==> config.mk <==
export PLATFORM = sky130hd
export DESIGN_NAME = board_io
export DESIGN_NICKNAME = d
export VERILOG_FILES = /design/src/rtl/io_pkg.sv /design/src/rtl/bus_pkg.sv /design/src/rtl/board_io.sv /design/src/rtl/uart_pins.sv /design/src/rtl/led_port.sv /design/src/rtl/wb_io_fsm.sv /design/src/rtl/startup_timer.sv
export SDC_FILE = /design/constraint.sdc
export NUM_CORES = 1
export LEC_CHECK = 0
export BUFFER_PORTS_ARGS = -buffer_cell sky130_fd_sc_hd__clkbuf_2
export CORE_MARGIN = 2
export CORE_UTILIZATION = 30
export CTS_CLUSTER_DIAMETER = 200
export CTS_CLUSTER_SIZE = 12
export DETAILED_ROUTE_END_ITERATION = 8
export HOLD_SLACK_MARGIN = 0.03
export PLACE_DENSITY = 0.77
export SLEW_MARGIN = 25
export SYNTH_ARGS = -nofsm -noshare
export SYNTH_HDL_FRONTEND = slang
export SYNTH_SLANG_ARGS = --single-unit
==> constraint.sdc <==
create_clock -name CLK_I -period 1.1 [get_ports CLK_I]
set_input_delay 0.055 -clock CLK_I [delete_from_list [all_inputs] [get_ports CLK_I]]
set_output_delay 0.055 -clock CLK_I [all_outputs]
set_load 0.02 [all_outputs]
==> src/rtl/io_pkg.sv <==
// ==================================================
// Register word layout, startup count and status bit
// positions shared by the I/O state machine and ports
// ==================================================
package io_pkg;

   // Slow ticks before the fast clock runs
   localparam int STARTUP_TICKS = 8;

   // Flag plus three colours
   localparam int LED_STATE_W = 4;

   // Read word, LED state sits in the low nibble
   localparam int RX_STAT_BIT    = 8;   // Synchronized rx level
   localparam int READY_STAT_BIT = 9;   // Startup done

   // LED view of a write word
   typedef struct packed {
      logic        blue_from_rx;   // Bit 31, blue follows rx
      logic [27:0] rsvd;
      logic        blue;           // Bit 2
      logic        green;          // Bit 1
      logic        red;            // Bit 0
   } led_view_t;

   // Transmit view of the same word
   typedef struct packed {
      logic [30:0] rsvd;
      logic        level;          // Bit 0 drives tx
   } tx_view_t;

   // One write word, decoded by address
   typedef union packed {
      led_view_t led;
      tx_view_t  tx;
   } io_word_u;

endpackage

==> src/rtl/bus_pkg.sv <==
// ==================================================
// Bus request and response types of the board I/O block
// and the address bits that pick its two write registers
// ==================================================
package bus_pkg;

   // Address decode, one bit per register
   localparam int LED_ADR_BIT = 2;   // LED control word
   localparam int TX_ADR_BIT  = 3;   // Serial transmit level

   // Master side, held stable from stb until ack
   typedef struct packed {
      logic        stb;   // Cycle request
      logic        we;    // Write when high
      logic [3:0]  sel;   // Byte lanes
      logic [31:0] adr;
      logic [31:0] dat;   // Write data
   } wb_req_t;

   // Slave side
   typedef struct packed {
      logic        ack;   // One cycle per strobe
      logic [31:0] dat;   // Read data, valid with ack
   } wb_rsp_t;

endpackage
==> src/rtl/board_io.sv <==
// ==================================================
// Board I/O top: startup timer, bus FSM, LED port and
// serial pins between the core bus and the board
// ==================================================
module board_io (
   input  logic             CLK_I,
   input  logic             rst_n,
   input  bus_pkg::wb_req_t bus_req,
   input  logic             slow_tick,   // Slow oscillator pulse
   input  logic             rx,
   output bus_pkg::wb_rsp_t bus_rsp,
   output logic             hf_en,       // Fast clock enable
   output logic             led_red,
   output logic             led_green,
   output logic             led_blue,
   output logic             tx
);

   logic                           ready;
   logic                           rx_sync;
   logic [io_pkg::LED_STATE_W-1:0] led_state;
   logic                           led_we;
   logic                           led_flag_we;
   logic                           tx_we;
   io_pkg::io_word_u               wr_word;   // Shared by both ports

   startup_timer u_startup_timer (
      .CLK_I     (CLK_I),
      .rst_n     (rst_n),
      .slow_tick (slow_tick),
      .ready     (ready)
   );

   assign hf_en = ready;   // Oscillator released with the bus

   wb_io_fsm u_wb_io_fsm (
      .CLK_I       (CLK_I),
      .rst_n       (rst_n),
      .ready       (ready),
      .bus_req     (bus_req),
      .rx_sync     (rx_sync),
      .led_state   (led_state),
      .bus_rsp     (bus_rsp),
      .led_we      (led_we),
      .led_flag_we (led_flag_we),
      .tx_we       (tx_we),
      .wr_word     (wr_word)
   );

   led_port u_led_port (
      .CLK_I       (CLK_I),
      .rst_n       (rst_n),
      .led_we      (led_we),
      .led_flag_we (led_flag_we),
      .wr_word     (wr_word),
      .rx_sync     (rx_sync),
      .led_state   (led_state),
      .led_red     (led_red),
      .led_green   (led_green),
      .led_blue    (led_blue)
   );

   uart_pins u_uart_pins (
      .CLK_I   (CLK_I),
      .rst_n   (rst_n),
      .rx      (rx),
      .tx_we   (tx_we),
      .wr_word (wr_word),
      .rx_sync (rx_sync),
      .tx      (tx)
   );

endmodule

==> src/rtl/uart_pins.sv <==
// ==================================================
// Serial pins: rx is synchronized into the clock
// domain, tx is a bit-banged register, idle high
// ==================================================
module uart_pins (
   input  logic             CLK_I,
   input  logic             rst_n,
   input  logic             rx,        // Asynchronous pin
   input  logic             tx_we,
   input  io_pkg::io_word_u wr_word,
   output logic             rx_sync,
   output logic             tx
);

   logic rx_meta;   // First stage, may go metastable

   // Two flops, so rx_sync lags the pin by two edges
   always_ff @(posedge CLK_I) begin
      if (!rst_n) begin
         rx_meta <= 1'b1;   // Line idles high
         rx_sync <= 1'b1;
      end else begin
         rx_meta <= rx;
         rx_sync <= rx_meta;
      end
   end

   // Transmit level
   always_ff @(posedge CLK_I) begin
      if (!rst_n) begin
         tx <= 1'b1;        // Serial idle
      end else if (tx_we) begin
         tx <= wr_word.tx.level;
      end
   end

endmodule

==> src/rtl/led_port.sv <==
// ==================================================
// LED control registers; blue can be switched to
// mirror the synchronized serial input
// ==================================================
module led_port (
   input  logic                           CLK_I,
   input  logic                           rst_n,
   input  logic                           led_we,
   input  logic                           led_flag_we,  // Top byte lane
   input  io_pkg::io_word_u               wr_word,
   input  logic                           rx_sync,
   output logic [io_pkg::LED_STATE_W-1:0] led_state,
   output logic                           led_red,
   output logic                           led_green,
   output logic                           led_blue
);

   logic blue_from_rx;   // Blue source select

   // Red, green and the select flag
   always_ff @(posedge CLK_I) begin
      if (!rst_n) begin
         led_red      <= 1'b0;
         led_green    <= 1'b0;
         blue_from_rx <= 1'b0;
      end else begin
         if (led_we) begin
            led_red   <= wr_word.led.red;
            led_green <= wr_word.led.green;
         end
         if (led_flag_we) blue_from_rx <= wr_word.led.blue_from_rx;
      end
   end

   // Blue tracks rx while the flag is set
   always_ff @(posedge CLK_I) begin
      if (!rst_n) begin
         led_blue <= 1'b0;
      end else if (blue_from_rx) begin
         led_blue <= rx_sync;              // One edge behind rx_sync
      end else if (led_we) begin
         led_blue <= wr_word.led.blue;
      end
   end

   // Same order as the write word
   assign led_state = {blue_from_rx, led_blue, led_green, led_red};

endmodule

==> src/rtl/wb_io_fsm.sv <==
// ==================================================
// Bus handshake for the I/O block: waits for startup,
// acks each strobe once and decodes write enables
// ==================================================
module wb_io_fsm (
   input  logic                           CLK_I,
   input  logic                           rst_n,
   input  logic                           ready,      // From startup timer
   input  bus_pkg::wb_req_t               bus_req,
   input  logic                           rx_sync,
   input  logic [io_pkg::LED_STATE_W-1:0] led_state,  // Flag and colours
   output bus_pkg::wb_rsp_t               bus_rsp,
   output logic                           led_we,
   output logic                           led_flag_we,
   output logic                           tx_we,
   output io_pkg::io_word_u               wr_word
);

   typedef enum logic [1:0] {
      WAIT_READY,   // Clock not yet trusted
      IDLE,         // Sampling stb
      ACK           // One-cycle acknowledge
   } state_t;

   state_t      state;
   state_t      state_nxt;
   logic        take;       // Strobe accepted this cycle
   logic [31:0] stat_word;
   logic [31:0] rd_dat;     // Read data held for the ack cycle

   always_comb begin
      state_nxt = state;
      case (state)
         WAIT_READY: if (ready) state_nxt = IDLE;
         IDLE:       if (bus_req.stb) state_nxt = ACK;
         ACK:        state_nxt = IDLE;   // Master may restrobe next cycle
         default:    state_nxt = WAIT_READY;
      endcase
   end

   always_ff @(posedge CLK_I) begin
      if (!rst_n) begin
         state <= WAIT_READY;
      end else begin
         state <= state_nxt;
      end
   end

   assign take = (state == IDLE) && bus_req.stb;

   // Enables fire on the same edge that raises ack
   assign led_we      = take && bus_req.we && bus_req.adr[bus_pkg::LED_ADR_BIT];
   assign led_flag_we = led_we && bus_req.sel[3];   // Top byte holds the flag
   assign tx_we       = take && bus_req.we && bus_req.adr[bus_pkg::TX_ADR_BIT];
   assign wr_word     = bus_req.dat;

   // Status word
   always_comb begin
      stat_word = '0;
      stat_word[io_pkg::LED_STATE_W-1:0] = led_state;
      stat_word[io_pkg::RX_STAT_BIT]     = rx_sync;
      stat_word[io_pkg::READY_STAT_BIT]  = ready;
   end

   // Captured when the read is taken
   always_ff @(posedge CLK_I) begin
      if (take && !bus_req.we) begin
         rd_dat <= stat_word;
      end
   end

   assign bus_rsp = '{ack: (state == ACK), dat: rd_dat};

   a_ack_single: assert property (
      @(posedge CLK_I) disable iff (!rst_n)
      bus_rsp.ack |=> !bus_rsp.ack
   ) else $error("ack held for more than one cycle");

   // Master must not address both registers at once
   a_we_onehot: assert property (
      @(posedge CLK_I) disable iff (!rst_n)
      !(led_we && tx_we)
   ) else $error("LED and tx write enables overlap");

endmodule

==> src/rtl/startup_timer.sv <==
// ==================================================
// Counts slow-oscillator ticks after reset and raises
// ready, which enables the fast clock and the bus
// ==================================================
module startup_timer (
   input  logic CLK_I,
   input  logic rst_n,
   input  logic slow_tick,   // One pulse per slow period
   output logic ready
);

   logic [3:0] tick_cnt;

   // Saturating count, stops once the target is hit
   always_ff @(posedge CLK_I) begin
      if (!rst_n) begin
         tick_cnt <= '0;
      end else if (slow_tick && !ready) begin
         tick_cnt <= tick_cnt + 4'd1;
      end
   end

   // High from the edge that takes the last tick
   assign ready = (tick_cnt == 4'(io_pkg::STARTUP_TICKS));

   // Oscillator enable must stay on once released
   a_ready_sticky: assert property (
      @(posedge CLK_I) disable iff (!rst_n)
      ready |=> ready
   ) else $error("ready dropped outside reset");

endmodule

=== After elaboration in Yosys (flattened, before gate mapping) ===
Index checks and enable logic that the tools add are counted.

* Register bits after elaboration: 19
* Bits of input ports: 74
* Output and inout bits: 38
* Logic and storage cells: 33

* Add/sub/neg operators: 1
* Eq/ne operators: 5
* Mux-type cells: 5
* Reductions and logical operators: 12

{| class="wikitable"
|+ Operator list
! cell !! number
|-
| $logic_and 1x1->1 || 7
|-
| $pmux 2 s3 || 1
|-
| $add 4x1->4 const B || 1
|-
| $eq 4x4->1 const B || 1
|-
| $mux 2 || 2
|-
| $ne 2x2->1 const B || 2
|-
| $eq 2x1->1 const B || 1
|-
| $eq 2x2->1 const B || 1
|-
| $logic_not 1->1 || 2
|-
| $logic_not 2->1 || 1
|-
| $mux 1 || 2
|-
| $reduce_and 2->1 || 1
|-
| $reduce_bool 2->1 || 1
|}

=== Logic depth before layout (Yosys ltp) ===
Gate-level depths: netlist of the first run.

* Depth after elaboration: 6
* Gate-level depth with buffers: 6
* Depth with buffers taken out: 6

=== Hierarchy ===
A second synthesis of the first run with hierarchy kept.

* Cell total of the unflattened synthesis: 124
* Area, all modules: 1,219.9 µm²

{| class="wikitable"
|+ By module, submodules not included
! module !! times used !! cells an instance !! area an instance (µm²) !! sequential area each (µm²)
|-
| wb_io_fsm || 1 || 77 || 739.5 || 220.2
|-
| startup_timer || 1 || 23 || 207.7 || 80.1
|-
| led_port || 1 || 17 || 186.4 || 80.1
|-
| uart_pins || 1 || 7 || 86.3 || 60.1
|}

=== Worst setup path before layout of the first run ===
Ideal clock, no wire load.

* Kind: register -> register
* From: register u_startup_timer.tick_cnt[0]
* To: register u_startup_timer.tick_cnt[2]
* Setup time: 0.069 ns
* Arrival time: 1.226 ns
* Data required time: 1.031 ns
* Slack: -0.195 ns
* Cell stages (with the launch flop): 7
* Path buffers: 0
* Period minus slack after synthesis: 1.295 ns
* Cells stage by stage: dfxtp_1 inv_1 ha_1 nand3b_4 inv_4 or3_1 a21oi_2

* Word-level cells in the longest chain between the ends: 3
* Elaborated cells on any way between the ends: 4
* Those cells by class: add/sub: 1; eq/ne: 1; reduce/logical: 2

{| class="wikitable"
|+ RTL lines
! what !! RTL line !! text
|-
| start, declared || startup_timer.sv:12 || <nowiki>logic [3:0] tick_cnt;</nowiki>
|-
| start signal, assigned || startup_timer.sv:19 || <nowiki>tick_cnt <= tick_cnt + 4'd1;</nowiki>
|-
| $eq 4x4->1 || startup_timer.sv:24 || <nowiki>assign ready = (tick_cnt == 4'(io_pkg::STARTUP_TICKS));</nowiki>
|-
| named net hf_en || board_io.sv:12 || <nowiki>output logic hf_en,</nowiki>
|-
| $logic_not 1->1 || startup_timer.sv:18 || <nowiki>end else if (slow_tick && !ready) begin</nowiki>
|-
| $logic_and 1x1->1 || startup_timer.sv:18 ||
|}

The timed path passes the listed nets, and every way through them passes these cells.
A chain may end at the register's enable or synchronous reset.

=== Final worst setup path of the first run ===
* From: register u_startup_timer.tick_cnt[0]
* To: register u_startup_timer.tick_cnt[2]

* Word-level cells in the longest chain between the ends: 3
* Elaborated cells on any way between the ends: 4
* Those cells by class: add/sub: 1; eq/ne: 1; reduce/logical: 2

{| class="wikitable"
|+ RTL lines
! what
|-
| parallel branches: the longest is 3 deep, another holds $add 4x1->4
|}

Several ways; the timed one is not identified.

==> summary.txt, run 1 <==
Grt total ovfl - 0
Placed insts - 171
LEAKAGE - 0.599 nW
CTS tree - done
CTS root buffer - clkbuf_4
Final Max Tran Viols - 0
Max-cap violations - 0
Cell row count - 20
Req. time, crit path - 1340 ps
Status - finished with violations
Arr. time, crit path - 1520 ps
Antenna Nets Post-Route - 0
Syn_area_per_cell - 9.88 um^2
Final hold violation count - 0
CP startpoint - u_startup_timer.tick_cnt[0]
Num CTS Buffers - 3
GRT Max-Usage Layer - met2
Time the worst path needs with I/O delays and setup - 1280 ps
Most common cell after layout, fill and taps aside - conb_1
Drt wl/cell - 9.37 um
Pwr/cell area - 978 nW/um^2
Area occupied by multi-input gates - 422 um^2
Share of the synthesized area in the top cell type - 0.272
Die Span X - 60.5 um
Final worst path period share - 1.16
GRT Total Usage - 0.0926
Via count - 749
Starting Density - 0.314
Antenna Cells - 0
Synth top area cells - dfxtp_1 27%, buf_4 20%, edfxtp_1 19%, nand4_1 3.3%, o21ai_0 3.1%
Initial antenna violation count - 0
Grt met1 use - 0.115
CP startpoint kind - flop
Worst r2r src - u_startup_timer.tick_cnt[0]
Worst skew pair latency - 290 ps
Setup TNS - -723 ps
FF+latch count, synth - 19
Post-Syn Area - 958 um^2
Detailed placement HPWL - 1.25 mm
Cell count after synthesis - 97
PortBufs - 24
Core area - 3050 um^2
Min-Delay Endpoint - u_uart_pins.tx
R2R cell count - 7
Fin area - 1300 um^2
Reg area - 444 um^2
Reg2reg end - u_startup_timer.tick_cnt[2]
Residual DRC - 0
Failing checks - setup timing
Post-place setup slack - -79.6 ps
Final Net Count - 220
1st-iter DRT viols - 16
Unique masters post-synth - 28
Setup ws final - -177 ps
Met3 GRT Util - 0.0192
First-pass GRT wire length - 2.42 mm
Setup-failing EPs final - 12
Via density - 4.01
Ports - 112
Share of cells above drive strength 1 - 0.406
FMAX - 0.783 GHz
Element type at the critical path end - flop
Min-Delay Path Depth - 3
Vias in the first global route - 585
RSZ-0062 raised after global routing - true
Fin cells - 187
Dpl cell area - 1090 um^2
H-tree depth - 1
Maximum clock insertion buffer count - 2
GP Congestion - 0.749
Cell taking the most area after synthesis - dfxtp_1
Met2 Use GR - 0.143
Reg2reg setup slack - -180 ps
Final wirelength - 1.75 mm
Crit path max fanout - 2
TritonCTS Sinks - 19
Reg clk slew, reported paths - 100 ps
Drt pass-1 iters - 4
Fill cells - 306
Design Power - 1.27 mW
Area growth syn-to-layout - 35.5%
Critical path class - flop to flop
Clock Skew - 0.790 ps
Sequential cell area fraction in the yosys report - 0.460
Yosys warnings - 0
Worst vdd ir - 0.285 mV
Largest net degree at the start of global routing - 12
Hold wc startpoint - bus_req[35]
Die ar. - 3660 um^2
Most frequent cells in the layout - 26 x conb_1, 22 x clkbuf_2, 10 x buf_4, 10 x dfxtp_1
Die height - 60.5 um
Hold Path Class - primary input to flop
flip-flops by register name, summed over array words and instances (netlist names):
register / count
u_led_port.led_red: 1
u_led_port.blue_from_rx: 1
u_led_port.led_blue: 1
u_uart_pins.rx_meta: 1
u_startup_timer.tick_cnt: 4
u_wb_io_fsm.state: 2
u_uart_pins.rx_sync: 1
u_wb_io_fsm.rd_dat: 6
u_uart_pins.tx: 1
u_led_port.led_green: 1
worst max-delay path by stage:
stage                     cells past startpoint                          end  slack (ps)
after floorplan                               6  u_startup_timer.tick_cnt[2]         -80
after CTS                                     7  u_startup_timer.tick_cnt[2]        -170
final                                         7  u_startup_timer.tick_cnt[2]        -180
after global routing                          6                        hf_en        -210
after global placement                        6  u_startup_timer.tick_cnt[2]         -60
after detailed placement                      6  u_startup_timer.tick_cnt[2]         -80
cells by family after synthesis:
| family | Yosys count | share of synthesized area |
|---|---|---|
| buffers and inverters | 33 | 0.235 |
| AND/OR/NAND/NOR | 25 | 0.157 |
| flip-flops | 19 | 0.460 |
| AO/OA/AOI/OAI | 15 | 0.0992 |
| adder cells (fa/ha/maj) | 2 | 0.0261 |
| other | 1 | 0.00391 |
| XOR/XNOR | 1 | 0.00914 |
| multiplexers | 1 | 0.0104 |
critical path, cell delays in order, from the launching register on:
cell,delay [ps]
dfxtp_2,360
inv_2,60
ha_4,160
nand3b_4,80
inv_4,40
buf_6,100
or3_1,310
a21oi_2,110
layout make-up:
type / count / share of cell area
Clock buffer: 3 / 0.0173
Clock inverter: 1 / 0.00385
Inverter: 6 / 0.0222
Multi-Input combinational cell: 70 / 0.325
Sequential cell: 19 / 0.342
Tap cell: 44 / 0.0424
Timing Repair Buffer: 44 / 0.248
stage by stage:
stage / hold slack (ps) / utilization
CTS: 44.5 / 0.408
finish: 47.6 / 0.425
global placement: 257 / 0.359
detailed placement: 252 / 0.359
global route: 59.3 / 0.425
floorplan: 127 / -
cell usage after synthesis:
cell type   n
a41oi_1     1
conb_1      1
buf_4      26
nor2_1      3
nand2_1     6
nand4_1     5
nand2b_1    2
o21ai_0     6
nor2b_1     1
inv_1       4
buf_2       1
o21bai_1    1
ha_1        2
and3b_1     1
or3b_1      1
a221oi_2    1
inv_4       1
dfxtp_1    13
edfxtp_1    6
mux2i_1     1
or3_1       1
xor2_1      1
nand3_1     3
nand3b_1    1
a21oi_2     1
clkinv_1    1
nand3b_4    1
a21oi_1     5
per-layer routing:
layer  wire [um]  vias up
met4          40        0
met1         724      327
met2         817       44
met5           0        -
li1            -      374
met3         170        4
timing repair:
action,4_1_cts,5_1_grt
pin swaps,2,6
hold buffers,5,0
setup endpoints to repair,6,16
hold endpoints to repair,6,0
buffers inserted,4,3
resized for setup,14,11
power by group:
part | internal (mW) | total, mW | switching, mW
sequential | 0.728 | 0.734 | 0.00590
clock | 0.135 | 0.347 | 0.212
combinational | 0.0570 | 0.189 | 0.132
Power figures use the tool's default switching activity.
==> run 2: changes to the inputs <==
SETUP_SLACK_MARGIN = 0.3   (was unset)
==> summary.txt, run 2 (synthesis gave the netlist of run 1 again) <==
Status - finished with violations
Failing checks - setup timing
Crit path max fanout - 3 (+1)
Time the worst path needs with I/O delays and setup - 1270 ps (-5.61 ps)
Slowest stage cell on the critical path - dfxtp_2
Pint - 936 uW (+1.7%)
Combinational Power Share - 0.163 (+0.014)
Die Span X - 60.5 um (unchanged)
Req. time, crit path - 1040 ps (-300 ps)
Routed length on met3 - 188 um (+11%)
Top flop regs - u_wb_io_fsm.rd_dat x6, u_startup_timer.tick_cnt x4, u_wb_io_fsm.state x2
FMAX - 0.787 GHz (+0.44%)
Highest cell delay on the worst timing path - 360 ps (about the same)
Vias in the first global route - 727 (+24%)
Final worst path period share - 1.16 (-0.00510)
Setup ws final - -171 ps (+5.61 ps)
Max-cap violations - 0 (unchanged)
NetSw - 368 uW (+5.3%)
Maximum clock insertion buffer count - 2 (unchanged)
Arr. time, crit path - 1220 ps (-300 ps)
Final Max Tran Viols - 0 (unchanged)
Fin area - 1450 um^2 (+12%)
Starting Density - 0.314 (unchanged)
Area growth syn-to-layout - 51.4%
Final Net Count - 225 (+2.3%)
Most common cell after layout, fill and taps aside - conb_1
Grt total ovfl - 0 (unchanged)
Clock Skew - 1.89 ps (+1.10 ps)
Share of cells above drive strength 1 - 0.459 (+0.0539)
WHS - 43.4 ps (-4.21 ps)
Cell row count - 20 (unchanged)
1st-iter DRT viols - 8 (-8)
Initial antenna violation count - 0 (unchanged)
GRT Total Usage - 0.115 (+0.0228)
Worst vdd ir - 0.317 mV (+11%)
LEAKAGE - 0.651 nW (+8.6%)
Antenna Nets Post-Route - 0 (unchanged)
Via count - 784 (+4.7%)
Via density - 4.08 (+1.9%)
First-pass GRT wire length - 3.12 mm (+29%)
Critical path class - flop to output port
Core area - 3050 um^2 (unchanged)
CTS root buffer - clkbuf_4
Fraction of power consumed by sequential logic - 0.562 (-0.016)
Antenna Cells - 0 (unchanged)
Pwr/cell area - 899 nW/um^2 (-8.1%)
Die height - 60.5 um (unchanged)
Die ar. - 3660 um^2 (unchanged)
Largest net degree at the start of global routing - 12 (unchanged)
Num CTS Buffers - 3 (unchanged)
Ports - 112 (unchanged)
Fill cells - 279 (-8.8%)
CP startpoint kind - flop
Residual DRC - 0 (unchanged)
H-tree depth - 1 (unchanged)
Drt pass-1 iters - 4 (unchanged)
GP Congestion - 0.773 (+3.3%)
Worst skew pair latency - 300 ps (about the same)
Clock Power Share - 0.275 (+0.002)
PortBufs - 24 (unchanged)
Register bank with the most flops - u_wb_io_fsm.rd_dat
Setup-failing EPs final - 12 (unchanged)
Most frequent cells in the layout - 26 x conb_1, 13 x buf_4, 12 x clkbuf_2
Max Used Layer - met4
Detailed placement HPWL - 1.34 mm (+7.5%)
Element type at the critical path end - output port
Largest register FFs - 6 (unchanged)
TritonCTS Sinks - 19 (unchanged)
CTS tree - done
Dpl cell area - 1130 um^2 (+3.0%)
Hold Path Class - primary input to flop
Final hold violation count - 0 (unchanged)
RSZ-0062 raised after global routing - true
Reg clk slew, reported paths - 110 ps (about the same)
Metal2 WL - 1.02 mm (+24%)
Drt wl/cell - 10.7 um (+14%)
Crit-path cells - inv_2 -> ha_4 -> nand3b_4 -> inv_4 -> buf_6 -> buf_8
DRT met1 WL - 805 um (+11%)
Final wirelength - 2.06 mm (+17%)
Sw frac - 0.282 (+0.00707)
[run 2: cell types whose count changed in the layout (fill, tap and decap cells not counted), moves of 2 or more]
cell	previous run	this run
buf_4	10	13
buf_8	2	6
clkbuf_2	22	12
clkbuf_8	0	6
dfxtp_1	10	6
dfxtp_2	3	7
dlygate4sd3_1	5	7
o21ai_0	2	0
o21ai_2	2	4
[run 2: final cells by class]
type                            count  area [um^2]  share of cell area
Inverter                            6         25.0              0.0172
Multi-Input combinational cell     70          438               0.302
Tap cell                           44         55.1              0.0379
Clock inverter                      1         5.00             0.00345
Sequential cell                    19          449               0.309
Timing Repair Buffer               49          457               0.315
Clock buffer                        3         22.5              0.0155
[run 2: worst max-delay path: cells and delay by family (launching register included)]
kind	cells	cell delay (ps)
fa+ha+maj	1	160
flops	1	360
simple gates	1	90
buf+inv	4	320
[run 2: through the flow]
step	utilization	worst slack [ps]	TNS [ps]	std cells	total power [mW]
after floorplan	-	-78.0	-78.0	122	0.938
after global placement	0.369	-48.9	-112	172	0.910
after detailed placement	0.369	-67.3	-202	172	0.912
after CTS	0.466	-187	-759	190	1.31
after global routing	0.475	-223	-1540	192	1.37
final	0.475	-171	-824	192	1.30
[run 2: path summary, 6_finish.rpt]
kind,from,cells past startpoint,end,slack [ps]
max,u_startup_timer.tick_cnt[1],6,hf_en,-170
min,bus_req[69],3,u_wb_io_fsm.state[0],40
min reg2reg,u_uart_pins.rx_meta,1,u_uart_pins.rx_sync,440
max reg2reg,u_startup_timer.tick_cnt[0],5,u_startup_timer.tick_cnt[2],-130
[run 2: repair_timing]
item	CTS	global route
endpoints found under the setup margin	30	30
resized for setup	39	8
hold buffers	7	0
buffers inserted	7	2
endpoints found under the hold margin	6	0
pin swaps	6	6
[run 2: power groups by stage]
stage                     sequential (mW)  clock [mW]  combinational (mW)
after CTS                           0.732       0.374               0.203
after global routing                0.735       0.401               0.230
final                               0.733       0.358               0.212
after floorplan                     0.750           0               0.188
after detailed placement            0.750           0               0.162
after global placement              0.750           0               0.161
[run 2: layer usage]
| metal | global-route usage | up-vias |
|---|---|---|
| met3 | 0.0192 | 5 |
| met4 | 0.0559 | 0 |
| met5 | 0 | - |
| met1 | 0.126 | 350 |
| met2 | 0.216 | 45 |
| li1 | - | 384 |
==> run 3: changes to the inputs <==
SKIP_CTS_REPAIR_TIMING = 1   (was unset)
==> summary.txt, run 3 (synthesis gave the netlist of run 1 again) <==
Residual DRC - 0 (unchanged)
Initial antenna violation count - 0 (unchanged)
Die height - 60.5 um (unchanged)
CP startpoint kind - flop
Starting Density - 0.314 (unchanged)
Final wirelength - 1.89 mm (-8.0%)
CTS root buffer - clkbuf_4
Highest cell delay on the worst timing path - 360 ps (about the same)
H-tree depth - 1 (unchanged)
Clock Skew - 5.37 ps (+3.47 ps)
Die Span X - 60.5 um (unchanged)
Most common cell on crit path - buf_6
Crit path max fanout - 3 (unchanged)
Via count - 752 (-4.1%)
Slowest stage cell on the critical path - dfxtp_2
GRT Total Usage - 0.0931 (-0.0224)
Cell row count - 20 (unchanged)
First-pass GRT wire length - 2.56 mm (-18%)
1st-iter DRT viols - 7 (-1)
RSZ-0062 raised after global routing - true
Area growth syn-to-layout - 40.1%
Worst vdd ir - 0.298 mV (-5.9%)
Most frequent cells in the layout - 26 x conb_1, 15 x buf_6, 12 x clkbuf_2
Die ar. - 3660 um^2 (unchanged)
Final Max Tran Viols - 0 (unchanged)
FMAX - 0.778 GHz (-1.1%)
Final worst path period share - 1.17 (+0.0127)
Fin area - 1340 um^2 (-7.5%)
Ports - 112 (unchanged)
Fill cells - 304 (+9.0%)
Share of cells above drive strength 1 - 0.440 (-0.0197)
Maximum clock insertion buffer count - 2 (unchanged)
Reg2reg setup slack - -100 ps (+30 ps)
Time the worst path needs with I/O delays and setup - 1290 ps (+14.0 ps)
Register bank with the most flops - u_wb_io_fsm.rd_dat
Grt total ovfl - 0 (unchanged)
CTS tree - done
Post-layout util - 0.440 (-0.0357)
Drt pass-1 iters - 5 (+1)
LEAKAGE - 0.605 nW (-7.0%)
Arr. time, crit path - 1230 ps (about the same)
Drt wl/cell - 10.2 um (-4.5%)
Element type at the critical path end - output port
Req. time, crit path - 1040 ps (about the same)
Final hold violation count - 0 (unchanged)
Critical path class - flop to output port
GP Congestion - 0.773 (unchanged)
Pwr/cell area - 958 nW/um^2 (+6.6%)
Most common cell after layout, fill and taps aside - conb_1
Crit-path cells - inv_2 -> ha_4 -> nand3b_4 -> inv_4 -> buf_6 -> buf_6
Top flop regs - u_wb_io_fsm.rd_dat x6, u_startup_timer.tick_cnt x4, u_wb_io_fsm.state x2
Detailed placement HPWL - 1.34 mm (unchanged)
PortBufs - 24 (unchanged)
Largest register FFs - 6 (unchanged)
Vias in the first global route - 601 (-17%)
Num CTS Buffers - 3 (unchanged)
Antenna Nets Post-Route - 0 (unchanged)
TritonCTS Sinks - 19 (unchanged)
Failing checks - setup timing
Worst skew pair latency - 310 ps (about the same)
Design Power - 1.29 mW (-1.4%)
Hold Path Class - primary input to flop
Status - finished with violations
Antenna Cells - 0 (unchanged)
Via density - 4.06 (-0.45%)
Max-cap violations - 0 (unchanged)
Setup-failing EPs final - 12 (unchanged)
Setup TNS - -718 ps (+106 ps)
Largest net degree at the start of global routing - 12 (unchanged)
Final Net Count - 218 (-3.1%)
Setup ws final - -185 ps (-14.0 ps)
Core area - 3050 um^2 (unchanged)
Reg clk slew, reported paths - 110 ps (about the same)
Dpl cell area - 1130 um^2 (unchanged)
[run 3: cell count changes in the layout (fill, tap and decap cells not counted)]
cell	delta
buf_8	-6
o21ai_0	+2
dlygate4sd3_1	-2
dfxtp_2	+1
buf_6	+10
buf_4	-3
clkbuf_8	-6
o21ai_2	-2
dfxtp_1	-1
[run 3: layout make-up]
class                   count  area (um^2)  share of cell area
flip-flops and latches     19          450               0.336
multi-input cells          70          430               0.321
repair buffers             42          354               0.264
well taps                  44         55.1              0.0410
inverters                   6         25.0              0.0186
clock buffers               3         22.5              0.0168
clock inverters             1         5.00             0.00373
[run 3: final timing paths]
kind                                from                          end  cells after the start
min reg2reg          u_uart_pins.rx_meta          u_uart_pins.rx_sync                      1
max          u_startup_timer.tick_cnt[0]                        hf_en                      6
min                                rst_n      u_led_port.blue_from_rx                      3
max reg2reg  u_startup_timer.tick_cnt[0]  u_startup_timer.tick_cnt[2]                      5
[run 3: report_power, final]
group,switching (mW),internal (mW),total (mW)
Sequential,0.00636,0.728,0.734
Combinational,0.131,0.0570,0.188
Clock,0.227,0.136,0.363
[run 3: worst max-delay path, delay by kind of cell (launching register included)]
| kind | cells | cell delay (ps) |
|---|---|---|
| flip-flops | 1 | 360 |
| AND/OR/NAND/NOR | 1 | 90 |
| adder cells (fa/ha/maj) | 1 | 160 |
| buffers and inverters | 4 | 320 |
[run 3: metal layers]
| metal | vias up | track usage | routed length (um) |
|---|---|---|---|
| met5 | - | 0 | 0 |
| li1 | 374 | - | - |
| met2 | 46 | 0.149 | 889 |
| met1 | 328 | 0.115 | 770 |
| met4 | 0 | 0.0559 | 34 |
| met3 | 4 | 0.0192 | 195 |
[run 3: metrics by stage]
stage / std cells / setup WS [ps] / hold WS [ps]
2_1_floorplan: 122 / -78.0 / 128
3_3_place_gp: 172 / -48.9 / 247
3_5_place_dp: 172 / -67.3 / 244
4_1_cts: 176 / -232 / -82.8
5_1_grt: 185 / -223 / 26.3
6_report: 185 / -185 / 6.14
